--- src/include/cpu_cfg.svh ---
`ifndef CPU_CFG_SVH
`define CPU_CFG_SVH

// data and instruction word
`define CPU_DATA_W 32
`define CPU_REG_AW 5

// 1024-word instruction memory, 256-word data memory
`define CPU_IM_AW 10
`define CPU_DM_AW 8

// program starts at this word in instruction memory
`define CPU_IM_START 'h7F

`define CPU_CNT_W 32

`endif
--- src/design/cpu_pkg.sv ---
`default_nettype none

package cpu_pkg;

  typedef enum logic [5:0] {
    op_lwi        = 6'b000010,
    op_swi        = 6'b001010,
    op_type_ls    = 6'b011100,
    op_type_basic = 6'b100000,
    op_movi       = 6'b100010,
    op_addi       = 6'b101000,
    op_xori       = 6'b101011,
    op_ori        = 6'b101100
  } opcode_e;

  // srli with zero shift doubles as nop
  typedef enum logic [4:0] {
    sub_add   = 5'b00000,
    sub_sub   = 5'b00001,
    sub_and   = 5'b00010,
    sub_xor   = 5'b00011,
    sub_or    = 5'b00100,
    sub_slli  = 5'b01000,
    sub_srli  = 5'b01001,
    sub_rotri = 5'b01011
  } basic_sub_e;

  typedef enum logic [7:0] {
    ls_lw = 8'b00000010,
    ls_sw = 8'b00001010
  } ls_sub_e;

  typedef enum logic [2:0] {
    alu_add, alu_sub, alu_and, alu_or, alu_xor, alu_sll, alu_srl, alu_rotr
  } alu_op_e;

  typedef enum logic [1:0] {
    imm5_ze  = 2'b00,
    imm15_se = 2'b01,
    imm15_ze = 2'b10,
    imm20_se = 2'b11
  } imm_sel_e;

  typedef enum logic [1:0] {
    src_reg  = 2'b00,
    src_imm  = 2'b01,
    src_addr = 2'b10
  } src_sel_e;

  typedef struct packed {
    logic       spare;
    opcode_e    opcode;
    logic [4:0] rt;
    logic [4:0] ra;
    logic [4:0] rb_imm5;
    logic [1:0] sv;
    logic [2:0] pad;
    basic_sub_e sub;
  } alu_fmt_s;

  typedef struct packed {
    logic        spare;
    opcode_e     opcode;
    logic [4:0]  rt;
    logic [4:0]  ra;
    logic [14:0] imm15;
  } imm15_fmt_s;

  typedef struct packed {
    logic        spare;
    opcode_e     opcode;
    logic [4:0]  rt;
    logic [19:0] imm20;
  } imm20_fmt_s;

  typedef struct packed {
    logic       spare;
    opcode_e    opcode;
    logic [4:0] rt;
    logic [4:0] ra;
    logic [4:0] rb;
    logic [1:0] sv;
    ls_sub_e    sub;
  } ls_fmt_s;

  // one instruction word, four decodings
  typedef union packed {
    alu_fmt_s   alu_f;
    imm15_fmt_s imm15_f;
    imm20_fmt_s imm20_f;
    ls_fmt_s    ls_f;
  } insn_u;

  typedef struct packed {
    logic     reg_read;
    logic     alu_execute;
    logic     reg_write;
    logic     dm_read;
    logic     dm_write;
    imm_sel_e imm_sel;
    src_sel_e src1_sel;
    src_sel_e src2_sel;
    alu_op_e  alu_op;
    logic     writeback_from_dm;
  } ctrl_s;

endpackage

`default_nettype wire

--- src/design/exec_unit.sv ---
`timescale 1ns/100ps
`default_nettype none

`include "cpu_cfg.svh"

module exec_unit (
  input  wire logic                   clock,
  input  wire logic                   reset,
  input  wire cpu_pkg::insn_u         insn,
  input  wire cpu_pkg::ctrl_s         ctrl,
  input  wire logic [`CPU_DATA_W-1:0] ra_data,
  input  wire logic [`CPU_DATA_W-1:0] rb_data,
  input  wire logic [`CPU_DATA_W-1:0] dm_data,
  output logic [`CPU_DATA_W-1:0]      alu_result,
  output logic [`CPU_DATA_W-1:0]      writeback_data
);

  logic [`CPU_DATA_W-1:0]         imm_ext;
  logic [`CPU_DATA_W-1:0]         op1;
  logic [`CPU_DATA_W-1:0]         op2;
  logic [`CPU_DATA_W-1:0]         alu_out;
  logic [2*`CPU_DATA_W-1:0]       rot_pair;
  logic [$clog2(`CPU_DATA_W)-1:0] shamt;

  always_comb begin
    case (ctrl.imm_sel)
      cpu_pkg::imm15_se:
        imm_ext = {{(`CPU_DATA_W-15){insn.imm15_f.imm15[14]}}, insn.imm15_f.imm15};
      cpu_pkg::imm15_ze:
        imm_ext = {{(`CPU_DATA_W-15){1'b0}}, insn.imm15_f.imm15};
      cpu_pkg::imm20_se:
        imm_ext = {{(`CPU_DATA_W-20){insn.imm20_f.imm20[19]}}, insn.imm20_f.imm20};
      default:
        imm_ext = {{(`CPU_DATA_W-5){1'b0}}, insn.alu_f.rb_imm5};
    endcase
  end

  // movi has no base register since its ra bits belong to imm20
  assign op1 = (ctrl.src1_sel == cpu_pkg::src_imm) ? '0 : ra_data;

  always_comb begin
    case (ctrl.src2_sel)
      cpu_pkg::src_imm: op2 = imm_ext;
      cpu_pkg::src_addr: begin
        // indexed form scales rb and offset form uses imm15
        if (insn.ls_f.opcode == cpu_pkg::op_type_ls) begin
          op2 = rb_data << insn.ls_f.sv;
        end else begin
          op2 = imm_ext;
        end
      end
      default: op2 = rb_data;
    endcase
  end

  assign shamt    = op2[$clog2(`CPU_DATA_W)-1:0];
  assign rot_pair = {op1, op1} >> shamt;

  always_comb begin
    case (ctrl.alu_op)
      cpu_pkg::alu_sub:  alu_out = op1 - op2;
      cpu_pkg::alu_and:  alu_out = op1 & op2;
      cpu_pkg::alu_or:   alu_out = op1 | op2;
      cpu_pkg::alu_xor:  alu_out = op1 ^ op2;
      cpu_pkg::alu_sll:  alu_out = op1 << shamt;
      cpu_pkg::alu_srl:  alu_out = op1 >> shamt;
      cpu_pkg::alu_rotr: alu_out = rot_pair[`CPU_DATA_W-1:0];
      default:           alu_out = op1 + op2;
    endcase
  end

  always_ff @(posedge clock) begin
    if (reset) begin
      alu_result <= '0;
    end else if (ctrl.alu_execute) begin
      alu_result <= alu_out;
    end
  end

  assign writeback_data = ctrl.writeback_from_dm ? dm_data : alu_result;

endmodule

`default_nettype wire

--- config.mk ---
export PLATFORM = sky130hd
export DESIGN_NAME = exec_unit
export DESIGN_NICKNAME = d
export VERILOG_FILES = /design/src/design/cpu_pkg.sv /design/src/design/exec_unit.sv
export VERILOG_INCLUDE_DIRS = /design/src /design/src/include
export SDC_FILE = /design/constraint.sdc
export NUM_CORES = 1
export LEC_CHECK = 0
export BUFFER_PORTS_ARGS = -buffer_cell sky130_fd_sc_hd__buf_2
export CAP_MARGIN = 0
export CORE_ASPECT_RATIO = 1.75
export CORE_MARGIN = 5
export CORE_UTILIZATION = 47
export DETAILED_ROUTE_END_ITERATION = 8
export PLACE_DENSITY_LB_ADDON = 0.08
export RECOVER_POWER = 50
export SYNTH_ARGS = -nofsm -noshare
export SYNTH_HDL_FRONTEND = slang
export SYNTH_SLANG_ARGS = --single-unit
--- constraint.sdc ---
create_clock -name clock -period 7.1 [get_ports clock]
set_clock_uncertainty 0.05 [all_clocks]
set_input_delay 0.355 -clock clock [delete_from_list [all_inputs] [get_ports clock]]
set_output_delay 0.355 -clock clock [all_outputs]
set_load 0.03 [all_outputs]
Word level (Yosys, flattened, before mapping)
Index checks and enable logic that the tools add are counted. W data, S select, Z words.

Bits in registers: 32. Latch bits: 0. RAM bits: 0. Memory bits (read-only): 0. Input bits: 145. Output and inout bits: 64. Memories kept: 0.

Add/subtract/negate cells: 2. Multipliers: 0. Divide/modulo/power cells: 0. $lt $le $gt $ge: 0. Eq/ne operators: 14. Shift-type cells: 4. Muxes and demuxes: 6. Bitwise operators: 3. Reduce and logical (&&, ||, !) cells: 0.

Operator list (number): $pmux W32 S7 (1); $mux W32 (3); $pmux W32 S3 (1); $pmux W32 S2 (1); $shr A64 B5 Y32 (1); $add A32 B32 Y32 (1); $and A32 B32 Y32 (1); $or A32 B32 Y32 (1); $shl A32 B2 Y32 (1); $shl A32 B5 Y32 (1); $shr A32 B5 Y32 (1); $sub A32 B32 Y32 (1); $xor A32 B32 Y32 (1); $eq A3 B3 Y1 const B (4); $eq A2 B1 Y1 const B (3); $eq A2 B2 Y1 const B (3); $eq A3 B2 Y1 const B (2); $eq A6 B5 Y1 const B (1); $eq A3 B1 Y1 const B (1).

Logic depth before layout (Yosys ltp)
Depth after elaboration: 6. Mapped depth: 31. Depth with buffers taken out: 27.

Least setup slack after synthesis
No wires, ideal clock.

Path type: input-to-reg. Start: input port ctrl[4] in the netlist's numbering. End: register alu_result[31]. Library setup time: 132 ps. Arrival time: 5056 ps. Setup slack: 1862 ps. Stages on the path: 27. Cells stage by stage: inv_1 > ha_1 > buf_6 > buf_2 > buf_2 > a22oi_2 > nand2_4 > clkinv_2 > buf_2 > buf_4 > ha_1 > nand4_1 > nor3_1 > a21oi_1 > xnor2_1 > ha_1 > clkbuf_1 > a211oi_1 > nand2_1 > a311o_1 > a41o_1 > a21oi_1 > o31ai_1 > o22ai_1 > xnor2_1 > a2111oi_1 > nor3_1.

Cells in the longest elaborated chain, start to end: 4.

RTL lines: start, declared (line exec_unit.sv:10) `input wire cpu_pkg::ctrl_s ctrl,`; $eq A2 B2 Y1 or $eq A2 B1 Y1 (tied branches) (line exec_unit.sv:42) `case (ctrl.src2_sel)`; $pmux W32 S2 * (line exec_unit.sv:42); $add A32 B32 Y32, or another cell as far along (line exec_unit.sv:68) `default: alu_out = op1 + op2;`; $pmux W32 S7 * (line exec_unit.sv:60) `case (ctrl.alu_op)`; end signal, assigned (line exec_unit.sv:76) `alu_result <= alu_out;`; end, declared (line exec_unit.sv:14) `` output logic [`CPU_DATA_W-1:0] alu_result, ``.

Every way passes the cells marked *; elsewhere a longest branch is shown, timed or not. A chain may end at the register's enable or synchronous reset.

Final worst setup path
Ends and elaborated chain as after synthesis.

==> metrics.cfg <==
[status]
result_of_the_run = finished, violations left
failed_checks = capacitance limit, slew limit

[cells_and_area]
top_registers = alu_result x32
stdcell_area_sq_mm = 0.0125
fillers = 2532
post_route_cells_drive_above_1_share_pct = 19.2
max_flop_register = alu_result
antenna_cells = 0
largest_register_ff_count = 32
syn_to_layout_area_delta_pct = 10.8
finalNetCount = 1951
finish.cell_count_without_fillers = 2015

[global_route]
first_global_vias = 13000
grt_first_pass_wirelength_um = 77900
globalRoute.totalOverflow = 0
grt_start_max_net_pins = 72
grt_use_total_pct = 36.8
grt_antenna_before_repair = 1

[timing]
period_minus_slack_ps = 6020
final_hold_viol_count = 0
report.final.slew_viol_count = 34
timing.hold.ws_ps = 436
report.final.setup_viol = 0
rsz0062_at_grt = no
fin_tns_setup_ps = 0
tightestPinTransition_ps = 1680
final.period_utilization_pct = 84.8
relSlewSlack_pct = -12.1
highest_clock_rate_mhz = 166

[synthesis]
synth_warnings = 0
synth_top_area_share_pct = 11.0
netlist_top_cells_area = sky130_fd_sc_hd__ha_1 11%, sky130_fd_sc_hd__mux2i_1 8.1%, sky130_fd_sc_hd__a21oi_1 7.4%, sky130_fd_sc_hd__mux2_2 6.1%, sky130_fd_sc_hd__dfxtp_1 5.7%
yosysSeqAreaShare_pct = 5.68
yosysUniqueCellTypes = 106
yosysMostFrequentCell = sky130_fd_sc_hd__a21oi_1
dominantRegCellSynth = sky130_fd_sc_hd__dfxtp_1
syn_inst = 1570
synth_async_sr_flop_share_pct = 0
synth_commonest_cells = 166 x sky130_fd_sc_hd__a21oi_1, 163 x sky130_fd_sc_hd__nand2_1, 142 x sky130_fd_sc_hd__nor2_1
synthesis.nets = 1815
synth_edf_count = 0
post_synthesis_average_cell_area_sq_um = 7.18
ys_ff_latch = 32
largest_area_contributor_in_the_synthesized_netlist = sky130_fd_sc_hd__ha_1
netlist_area_sq_mm = 0.0113

[pwr]
ir_worst_vdd_uv = 78.3
total_leakage_power_nw = 5.51
total_power_w = 0.00206
power.density_cell_area_mw_per_mm2 = 165

[place]
detailedPlacementHpwl_um = 42600
finalWeightedCongestion = 1.06
count_of_port_buffers_added_during_placement = 198
placed_area_sq_mm = 0.0124
placed_cell_count = 2007

[clock_network]
clockRootBuffer = sky130_fd_sc_hd__clkbuf_16
numCtsBuffers = 5
worstSkewPairLatency_ps = 280
cts_resized = 0
post_cts_buffers = 0
clock-sinks = 32
worst_setup_hold_path_clk_slew_ps = 60
cts-hold-fix-buffers = 0
htree_levels = 2
clock_tree.buffer_depth = 2
clock_tree_from_tritoncts = yes

[job]
maxCapViolCount = 1

[routing]
detail_route.vias_per_cell = 6.62
num_vias = 13300
drt_drc_violations_left = 0
wire_per_inst_um = 26.1
drtPass1Iterations = 8
dr.first_iter.drc_count = 1105
ant_nets = 0
finalWirelength_um = 52700

[hold_path]
hold_path_class = flop to flop

[critical_path]
path_class = input port to flop
worstSetupStartpointType = input port
critPathMaxFanout = 9
critical_path.endpoint_type = flop
cp_data_required_time_ps = 7200
cp.arrival_ps = 6120

[die]
dieHeight_um = 215
core_region_area_sq_mm = 0.0238
fp_rows = 75
start_util_pct = 47.3
die_width_um = 127
ios = 209
dieArea_sq_mm = 0.0273

[per-stage QoR]
| stage | setup WS, ps | util, % |
|---|---|---|
| after floorplan | 1860 | - |
| after global placement | 940 | 52.0 |
| after detailed placement | 912 | 52.0 |
| after CTS | 1200 | 52.7 |
| after global routing | 690 | 52.4 |
| final | 1080 | 52.4 |
[logic make-up after synthesis]
logic type / Yosys count / synth area share, %
buffers and inverters: 193 / 7.96
xor gates and xnor gates: 57 / 4.43
DFF: 32 / 5.68
and+or+nand+nor: 450 / 18.6
adders and majority gates: 100 / 11.2
muxes: 175 / 18.8
AOI/OAI and AO/OA: 563 / 33.4
[metal layers]
layer  global-route usage, %  vias up  wire [um]
met5                       0        -         14
met4                    25.6        2       4540
met3                    4.32      207       3550
met2                    65.4      689      26100
met1                    39.8     6316      18400
li1                        -     6132          -
[cell usage in the layout (no fill, tap or decap), types with 24 or more instances in the layout]
cell type                  instances
sky130_fd_sc_hd__clkbuf_1         49
sky130_fd_sc_hd__mux2_2           61
sky130_fd_sc_hd__xnor2_1          46
sky130_fd_sc_hd__mux2i_1          91
sky130_fd_sc_hd__a21o_1           24
sky130_fd_sc_hd__dfxtp_1          32
sky130_fd_sc_hd__buf_2           150
sky130_fd_sc_hd__nor2_1          142
sky130_fd_sc_hd__inv_1            72
sky130_fd_sc_hd__nand2_1         163
sky130_fd_sc_hd__a21oi_1         166
sky130_fd_sc_hd__ha_1             99
sky130_fd_sc_hd__o22ai_1          26
sky130_fd_sc_hd__buf_4            41
sky130_fd_sc_hd__a211oi_1         32
sky130_fd_sc_hd__o21ai_0          94
[layout make-up]
class                           count  area, sq um  area share, %
Tap cell                          308          385           3.08
Inverter                           83          318           2.54
Timing Repair Buffer              239         1240           9.91
Clock buffer                        6          129           1.03
Sequential cell                    32          641           5.13
Clock inverter                      2         35.0          0.280
Multi-Input combinational cell   1345         9750           78.0
[worst paths after layout]
| check | start | endpoint | slack (ps) | depth (start not counted) |
|---|---|---|---|---|
| setup reg to reg | alu_result[20]$_SDFFE_PP0P_ | alu_result[20]$_SDFFE_PP0P_ | 5460 | 6 |
| hold / removal | alu_result[11]$_SDFFE_PP0P_ | alu_result[11]$_SDFFE_PP0P_ | 440 | 2 |
| hold reg to reg | alu_result[11]$_SDFFE_PP0P_ | alu_result[11]$_SDFFE_PP0P_ | 440 | 2 |
| setup / recovery | ctrl[4] | alu_result[31]$_SDFFE_PP0P_ | 1080 | 23 |
[worst max-delay path: stages]
cell                        delay, ps
sky130_fd_sc_hd__buf_2             90
sky130_fd_sc_hd__inv_1             40
sky130_fd_sc_hd__ha_1             400
sky130_fd_sc_hd__nor4bb_1         740
sky130_fd_sc_hd__buf_4            280
sky130_fd_sc_hd__nand2_1           70
sky130_fd_sc_hd__a221o_1          320
sky130_fd_sc_hd__nand3_1          170
sky130_fd_sc_hd__inv_1            110
sky130_fd_sc_hd__a31oi_1          180
sky130_fd_sc_hd__xnor2_1           90
sky130_fd_sc_hd__ha_1             370
sky130_fd_sc_hd__and3_1           200
sky130_fd_sc_hd__and3_1           180
sky130_fd_sc_hd__o211ai_1          90
sky130_fd_sc_hd__o21ai_0          510
sky130_fd_sc_hd__a41o_1           340
sky130_fd_sc_hd__a21oi_1          190
sky130_fd_sc_hd__o31ai_1          330
sky130_fd_sc_hd__o22ai_1          150
sky130_fd_sc_hd__xnor2_1          170
sky130_fd_sc_hd__a2111oi_1        650
sky130_fd_sc_hd__nor3_1            80
[report_power, final]
part	internal [W]	switching, W
Clock	0.000165	0.0000841
Combinational	0.000561	0.00103
Sequential	0.000200	0.0000166
Total	0.000926	0.00113
No activity file was read; power rests on OpenSTA's default activity.
