<file path="config.mk">
export PLATFORM = sky130hd
export DESIGN_NAME = ir_controller
export DESIGN_NICKNAME = d
export VERILOG_FILES = /design/src/design/cpu_pkg.sv /design/src/design/ir_controller.sv
export VERILOG_INCLUDE_DIRS = /design/src /design/src/include
export SDC_FILE = /design/constraint.sdc
export NUM_CORES = 1
export LEC_CHECK = 0
export BUFFER_PORTS_ARGS = -buffer_cell sky130_fd_sc_hd__buf_2
export CAP_MARGIN = 5
export CORE_ASPECT_RATIO = 1.2
export CORE_MARGIN = 2
export CORE_UTILIZATION = 30
export DETAILED_ROUTE_END_ITERATION = 10
export SYNTH_ARGS = -nofsm -noshare
export SYNTH_HDL_FRONTEND = slang
export SYNTH_SLANG_ARGS = --single-unit
export TNS_END_PERCENT = 10
</file>
<file path="constraint.sdc">
create_clock -name clock -period 5.3 [get_ports clock]
set_input_delay 0.795 -clock clock [delete_from_list [all_inputs] [get_ports clock]]
set_output_delay 0.795 -clock clock [all_outputs]
set_load 0.05 [all_outputs]
</file>
<file path="src/include/cpu_cfg.svh">
`ifndef CPU_CFG_SVH
`define CPU_CFG_SVH

// data and instruction word
`define CPU_DATA_W 32
`define CPU_REG_AW 5

// 1024-word instruction memory, 256-word data memory
`define CPU_IM_AW 10
`define CPU_DM_AW 8

// program starts at this word in instruction memory
`define CPU_IM_START 'h7F

`define CPU_CNT_W 32

`endif
</file>
<file path="src/design/cpu_pkg.sv">
`default_nettype none

package cpu_pkg;

  typedef enum logic [5:0] {
    op_lwi        = 6'b000010,
    op_swi        = 6'b001010,
    op_type_ls    = 6'b011100,
    op_type_basic = 6'b100000,
    op_movi       = 6'b100010,
    op_addi       = 6'b101000,
    op_xori       = 6'b101011,
    op_ori        = 6'b101100
  } opcode_e;

  // srli with zero shift doubles as nop
  typedef enum logic [4:0] {
    sub_add   = 5'b00000,
    sub_sub   = 5'b00001,
    sub_and   = 5'b00010,
    sub_xor   = 5'b00011,
    sub_or    = 5'b00100,
    sub_slli  = 5'b01000,
    sub_srli  = 5'b01001,
    sub_rotri = 5'b01011
  } basic_sub_e;

  typedef enum logic [7:0] {
    ls_lw = 8'b00000010,
    ls_sw = 8'b00001010
  } ls_sub_e;

  typedef enum logic [2:0] {
    alu_add, alu_sub, alu_and, alu_or, alu_xor, alu_sll, alu_srl, alu_rotr
  } alu_op_e;

  typedef enum logic [1:0] {
    imm5_ze  = 2'b00,
    imm15_se = 2'b01,
    imm15_ze = 2'b10,
    imm20_se = 2'b11
  } imm_sel_e;

  typedef enum logic [1:0] {
    src_reg  = 2'b00,
    src_imm  = 2'b01,
    src_addr = 2'b10
  } src_sel_e;

  typedef struct packed {
    logic       spare;
    opcode_e    opcode;
    logic [4:0] rt;
    logic [4:0] ra;
    logic [4:0] rb_imm5;
    logic [1:0] sv;
    logic [2:0] pad;
    basic_sub_e sub;
  } alu_fmt_s;

  typedef struct packed {
    logic        spare;
    opcode_e     opcode;
    logic [4:0]  rt;
    logic [4:0]  ra;
    logic [14:0] imm15;
  } imm15_fmt_s;

  typedef struct packed {
    logic        spare;
    opcode_e     opcode;
    logic [4:0]  rt;
    logic [19:0] imm20;
  } imm20_fmt_s;

  typedef struct packed {
    logic       spare;
    opcode_e    opcode;
    logic [4:0] rt;
    logic [4:0] ra;
    logic [4:0] rb;
    logic [1:0] sv;
    ls_sub_e    sub;
  } ls_fmt_s;

  // one instruction word, four decodings
  typedef union packed {
    alu_fmt_s   alu_f;
    imm15_fmt_s imm15_f;
    imm20_fmt_s imm20_f;
    ls_fmt_s    ls_f;
  } insn_u;

  typedef struct packed {
    logic     reg_read;
    logic     alu_execute;
    logic     reg_write;
    logic     dm_read;
    logic     dm_write;
    imm_sel_e imm_sel;
    src_sel_e src1_sel;
    src_sel_e src2_sel;
    alu_op_e  alu_op;
    logic     writeback_from_dm;
  } ctrl_s;

endpackage

`default_nettype wire

</file>
<file path="src/design/ir_controller.sv">
`timescale 1ns/100ps
`default_nettype none

`include "cpu_cfg.svh"

module ir_controller (
  input  wire logic                  clock,
  input  wire logic                  reset,
  input  wire logic                  run,
  input  wire cpu_pkg::insn_u        fetch_word,
  output logic [`CPU_IM_AW-1:0]      im_address,
  output logic                       im_read,
  output cpu_pkg::insn_u             insn,
  output cpu_pkg::ctrl_s             ctrl,
  output logic                       halted,
  output logic [`CPU_CNT_W-1:0]      ins_cnt
);

  localparam logic [`CPU_IM_AW-1:0] im_start = `CPU_IM_AW'(`CPU_IM_START);

  typedef enum logic [2:0] {
    stop_st     = 3'b000,
    fetch_st    = 3'b001,
    exe_st      = 3'b010,
    write_st    = 3'b011,
    lw_fetch_st = 3'b100,
    lw_write_st = 3'b101,
    sw_fetch_st = 3'b110,
    sw_write_st = 3'b111
  } state_e;

  state_e                state;
  state_e                state_nxt;
  logic [`CPU_IM_AW-1:0] pc;
  logic                  zero_word;
  logic                  is_nop;
  logic                  is_load;
  logic                  is_store;

  assign im_address = pc + im_start;
  assign im_read    = (state == stop_st) && run && !halted;
  assign zero_word  = (fetch_word == '0);

  assign is_nop = (insn.alu_f.opcode == cpu_pkg::op_type_basic) &&
                  (insn.alu_f.sub == cpu_pkg::sub_srli) && (insn.alu_f.rb_imm5 == '0);
  assign is_load = (insn.imm15_f.opcode == cpu_pkg::op_lwi) ||
                   ((insn.ls_f.opcode == cpu_pkg::op_type_ls) && (insn.ls_f.sub == cpu_pkg::ls_lw));
  assign is_store = (insn.imm15_f.opcode == cpu_pkg::op_swi) ||
                    ((insn.ls_f.opcode == cpu_pkg::op_type_ls) && (insn.ls_f.sub == cpu_pkg::ls_sw));

  // every instruction takes the whole eight-state walk
  always_comb begin
    state_nxt = state;
    case (state)
      stop_st:     if (im_read) state_nxt = fetch_st;
      fetch_st:    state_nxt = zero_word ? stop_st : exe_st;
      exe_st:      state_nxt = lw_fetch_st;
      lw_fetch_st: state_nxt = lw_write_st;
      lw_write_st: state_nxt = write_st;
      write_st:    state_nxt = sw_fetch_st;
      sw_fetch_st: state_nxt = sw_write_st;
      sw_write_st: state_nxt = stop_st;
      default:     state_nxt = stop_st;
    endcase
  end

  always_ff @(posedge clock) begin
    if (reset) begin
      state   <= stop_st;
      pc      <= '0;
      ins_cnt <= '0;
      halted  <= 1'b0;
    end else begin
      state <= state_nxt;
      if (state == fetch_st) begin
        if (zero_word) begin
          halted <= 1'b1;
        end else begin
          ins_cnt <= ins_cnt + `CPU_CNT_W'd1;
        end
      end
      if (state == sw_write_st) begin
        pc <= pc + `CPU_IM_AW'd1;
      end
    end
  end

  always_ff @(posedge clock) begin
    if (state == fetch_st) begin
      insn <= fetch_word;
    end
  end

  always_comb begin
    ctrl          = '0;
    ctrl.imm_sel  = cpu_pkg::imm5_ze;
    ctrl.src1_sel = cpu_pkg::src_reg;
    ctrl.src2_sel = cpu_pkg::src_reg;
    ctrl.alu_op   = cpu_pkg::alu_add;
    case (insn.alu_f.opcode)
      cpu_pkg::op_type_basic: begin
        case (insn.alu_f.sub)
          cpu_pkg::sub_sub:   ctrl.alu_op = cpu_pkg::alu_sub;
          cpu_pkg::sub_and:   ctrl.alu_op = cpu_pkg::alu_and;
          cpu_pkg::sub_or:    ctrl.alu_op = cpu_pkg::alu_or;
          cpu_pkg::sub_xor:   ctrl.alu_op = cpu_pkg::alu_xor;
          cpu_pkg::sub_slli:  ctrl.alu_op = cpu_pkg::alu_sll;
          cpu_pkg::sub_srli:  ctrl.alu_op = cpu_pkg::alu_srl;
          cpu_pkg::sub_rotri: ctrl.alu_op = cpu_pkg::alu_rotr;
          default:            ctrl.alu_op = cpu_pkg::alu_add;
        endcase
        // shifts take imm5 in place of rb
        if (insn.alu_f.sub inside {cpu_pkg::sub_slli, cpu_pkg::sub_srli,
                                   cpu_pkg::sub_rotri}) begin
          ctrl.src2_sel = cpu_pkg::src_imm;
        end
      end
      cpu_pkg::op_addi: begin
        ctrl.imm_sel  = cpu_pkg::imm15_se;
        ctrl.src2_sel = cpu_pkg::src_imm;
      end
      cpu_pkg::op_ori: begin
        ctrl.imm_sel  = cpu_pkg::imm15_ze;
        ctrl.src2_sel = cpu_pkg::src_imm;
        ctrl.alu_op   = cpu_pkg::alu_or;
      end
      cpu_pkg::op_xori: begin
        ctrl.imm_sel  = cpu_pkg::imm15_ze;
        ctrl.src2_sel = cpu_pkg::src_imm;
        ctrl.alu_op   = cpu_pkg::alu_xor;
      end
      cpu_pkg::op_lwi, cpu_pkg::op_swi: begin
        ctrl.imm_sel  = cpu_pkg::imm15_ze;
        ctrl.src1_sel = cpu_pkg::src_addr;
        ctrl.src2_sel = cpu_pkg::src_addr;
      end
      cpu_pkg::op_movi: begin
        ctrl.imm_sel  = cpu_pkg::imm20_se;
        ctrl.src1_sel = cpu_pkg::src_imm;
        ctrl.src2_sel = cpu_pkg::src_imm;
      end
      cpu_pkg::op_type_ls: begin
        ctrl.src1_sel = cpu_pkg::src_addr;
        ctrl.src2_sel = cpu_pkg::src_addr;
      end
      default: ;
    endcase

    ctrl.writeback_from_dm = is_load;
    ctrl.reg_read    = (state == exe_st) || ((state == sw_fetch_st) && is_store);
    ctrl.alu_execute = (state == exe_st);
    ctrl.dm_read     = (state == lw_fetch_st) && is_load;
    ctrl.reg_write   = (state == write_st) && !is_nop && !is_store;
    ctrl.dm_write    = (state == sw_write_st) && is_store;
  end

endmodule

`default_nettype wire

</file>
# Yosys cells after proc, flatten, opt, wreduce, memory -nomap -nowiden
# Cells that the tools add are included.
dict set report op_classes {
  n_addsub 3
  multipliers 0
  div 0
  magnitude_cmp 0
  n_eq_ne 25
  n_shift 0
  mux 9
  bitwise_logic 1
  reduce_logical 26
}
# cell n
set ops {}
lappend ops {{$add A32 B1 Y32 const B} 1}
lappend ops {{$logic_not A32 Y1} 1}
lappend ops {{$eq A6 B6 Y1 const B} 5}
lappend ops {{$pmux W3 S8} 1}
lappend ops {{$pmux W3 S7} 1}
lappend ops {{$eq A5 B4 Y1 const B} 3}
lappend ops {{$eq A3 B3 Y1 const B} 4}
lappend ops {{$pmux W2 S3} 2}
lappend ops {{$logic_and A1 B1 Y1} 11}
lappend ops {{$add A10 B1 Y10 const B} 1}
lappend ops {{$add A10 B7 Y10 const B} 1}
lappend ops {{$eq A5 B2 Y1 const B} 2}
lappend ops {{$pmux W3 S3} 1}
lappend ops {{$eq A8 B2 Y1 const B} 1}
lappend ops {{$eq A8 B4 Y1 const B} 1}
lappend ops {{$reduce_or A4 Y1} 2}
lappend ops {{$eq A3 B2 Y1 const B} 2}
lappend ops {{$eq A6 B2 Y1 const B} 1}
lappend ops {{$eq A6 B4 Y1 const B} 1}
lappend ops {{$eq A6 B5 Y1 const B} 1}
lappend ops {{$eq A5 B1 Y1 const B} 1}
lappend ops {{$eq A5 B3 Y1 const B} 1}
lappend ops {{$logic_not A5 Y1} 1}
lappend ops {{$pmux W2 S2} 1}
lappend ops {{other kinds (12)} 17}
dict set report word_totals {
  reg_bits 78
  latch_bits 0
  mem_bits_rw 0
  mem_bits_ro 0
  elab_cells 69
  mem_count 0
}

# Logic depth before layout (Yosys ltp)
dict set report logic_depth {
  depth_word 6
  mapped_depth 7
}

# Least setup slack after synthesis
# Ideal clock, no wire load.
dict set report synth_path {
  path_type {register -> output}
  start {register insn[25] in the netlist's numbering}
  end {output port ctrl[11] in the netlist's numbering}
  arrival_time_ns 2.815
  path_slack_ns 1.690
  path_stages_with_launch 6
  n_path_buf 0
  path_cell_list {edfxtp_1 or4b_1 nor2_1 nand4b_1 o32ai_1 nor3b_1}
}
# item line_no
set synth_rtl {}
lappend synth_rtl {{from (decl)} ir_controller.sv:13} ;# output cpu_pkg::insn_u insn,
lappend synth_rtl {{from (signal assigned)} ir_controller.sv:90} ;# insn <= fetch_word;
lappend synth_rtl {{to (decl)} ir_controller.sv:14} ;# output cpu_pkg::ctrl_s ctrl,

==> metrics.cfg <==
[power]
pwr-share-clk_pct = 43.7
ir_worst_vdd_mv = 0.183
total_power_mw = 1.38
p_switching_mw = 0.342
internal_power_mw = 1.04
p_seq_share_pct = 47.6
power_density_nw_per_um2 = 293
switching_share_pct = 24.8
combPwrFrac_pct = 8.7
leakage_nw = 1.85

[sta]
finalSetupViolCount = 0
fin_worst_skew_ns = 0.00890
setup_ws_ns = 2.04
holdWs_ns = 0.492
rsz0062_at_grt = false
period_needed_ns = 3.26
fmax_mhz = 306
period_share_pct = 61.6
final-hold-violation-count = 0
tightest_slew_ns = 0.878
slew_headroom_pct = 41.5
final.setup.tns_ns = 0
slew_viol_final = 0

[floorplan]
ios = 126
die_w_um = 105
start_util_pct = 30.5
coreArea_um2 = 12000
fp.dieH_um = 125
rows = 44
dieArea_um2 = 13100

[layout]
postLayoutCellArea_um2 = 4700
diodes = 0
area_delta_synth_final_pct = 28.5
fin_nets = 530
drive_gt1_share_pct = 29.8
utilization_pct = 39.1
layout.cells.non_filler = 658
seq_area_um2 = 1880
multi_input_area_um2 = 1650
fillers = 1228

[logic_synthesis]
ys_ff_latch = 78
syn-num-nets = 411
netlist.area_leader.share_pct = 26.3
yosysTopAreaCell = edfxtp_1
synth.area.top_cells = edfxtp_1 (26%), dfxtp_1 (25%), xor2_1 (4.3%)
synth-edff-count = 32
synthesis.area_um2 = 3660
synth_top_flop_cell = dfxtp_1
ys_warn_count = 0
async_flop_share_pct = 0
avgSynthCellArea_um2 = 9.80
synth_cell_types = 45
syn_inst = 373
ys_seq_area_share_pct = 51.5

[clock_tree]
cts_max_level = 3
cts.sinks = 78
postCtsSetupRepairBufs = 0
cts_buffers = 9
clk_pin_slew_ns = 0.06
cts_tree = yes
clockBufferDepth = 2
ctsResizeCount = 0
insertion_delay_ns = 0.33
cts_hold_buf = 0
cts_root_buf = clkbuf_16

[place]
placed_area_um2 = 4410
dp_slack_ns = 2.03
dp_hpwl_um = 6890
gp_congestion = 0.802
place_inst = 642
port_buffers = 125

[critical_path]
start_kind = flop
required_ns = 4.51
end_kind = output pin
cp_max_fo = 6
r2r_slack_ns = 3.36
setup.worst_path.class = flop to output pin
arrival_ns = 2.47

[route]
wl_per_cell_um = 14.1
drtPass1Iterations = 4
drt_iter0_drc = 122
vias = 3244
routed_wl_um = 9260
via_per_inst = 4.93
drc = 0
ant_nets = 0

[outcome]
status = finished clean

[global_route]
grt_pass1_vias = 3020
grt_max_degree = 47
groute.usage.overall_pct = 14.0
gr-total-overflow = 0
grt_first_pass_wirelength_um = 14800
antenna_found_initial = 0

[hold_path]
hold_path.class = flop to flop

[flow_run]
drv_cap = 0

==> worst max-delay path: stages, from the launching register on <==
cell,delay (ns)
edfxtp_1,0.45
or4b_1,0.61
nor2_1,0.12
nand4b_1,0.13
o32ai_1,0.26
nor3b_1,0.27
buf_2,0.30
==> cells in the mapped netlist, drive strengths merged, types with 5 or more instances <==
cell      n
nor2     40
or3      20
nand3    13
inv      11
xnor2    11
o2111ai   7
edfxtp   32
o211ai    6
dfxtp    46
o21ai    27
a21oi    30
clkbuf   12
nand4     9
nand2b    5
and4      5
xor2     18
buf       6
and3     10
nand2    22
nor4     10
nor3      6
==> worst paths after layout <==
path                                                  to                      from  cells past startpoint
worst min-delay path            ins_cnt[31]$_SDFFE_PP0P_  ins_cnt[31]$_SDFFE_PP0P_                      2
worst max-delay path                            ctrl[11]        insn[25]$_DFFE_PP_                      6
worst min register to register  ins_cnt[31]$_SDFFE_PP0P_  ins_cnt[31]$_SDFFE_PP0P_                      2
worst max register to register  ins_cnt[28]$_SDFFE_PP0P_   ins_cnt[0]$_SDFFE_PP0P_                      6
==> registers in the layout, summed over array words and instances (netlist names) <==
name,count
halted,1
ins_cnt,32
insn,32
pc,10
state,3
==> placed cells by master (no fill, tap or decap), drive strengths merged, types with 5 or more instances in the layout <==
master     n
buf      126
o21ai     27
nand2     22
and4       5
or3       20
nor4      10
nor3       6
xor2      18
o2111ai    7
clkbuf    10
o211ai     6
inv       12
nor2      40
nand2b     5
dfxtp     46
nand3     13
edfxtp    32
a21oi     30
and3      10
nand4      9
xnor2     11
==> cell families (layout without fill, tap and decap cells) <==
family          count (synthesis)  after routing  share of synthesized area (%)
compound gates                 76             76                           13.0
xor+xnor                       29             29                           6.95
fa+ha+maj                       3              3                           1.03
simple gates                  156            156                           23.6
buf+inv                        29            153                           3.42
flops                          78             78                           51.5
mux                             2              2                          0.548
==> cell type report <==
type | instances | share of cell area, %
repair buffers | 126 | 13.5
multi-input cells | 266 | 35.1
clock inverters | 6 | 1.31
inverters | 11 | 0.879
flip-flops and latches | 78 | 40.1
well taps | 161 | 4.29
clock buffers | 10 | 4.87
==> layer usage <==
| metal | vias up | track usage (%) | wire [um] |
|---|---|---|---|
| met1 | 1511 | 16.5 | 3960 |
| met4 | 0 | 4.94 | 136 |
| met5 | - | 0 | 0 |
| met3 | 10 | 4.07 | 619 |
| met2 | 111 | 24.2 | 4540 |
| li1 | 1612 | - | - |
==> power by group through the flow <==
stage                     clock network, mW  logic (mW)  registers [mW]
after floorplan                           0      0.0402           0.711
after global placement                    0       0.120           0.669
after detailed placement                  0       0.122           0.669
after CTS                             0.621       0.122           0.656
after global routing                  0.644       0.128           0.658
final                                 0.602       0.121           0.656
No activity file was read; power rests on OpenSTA's default activity.
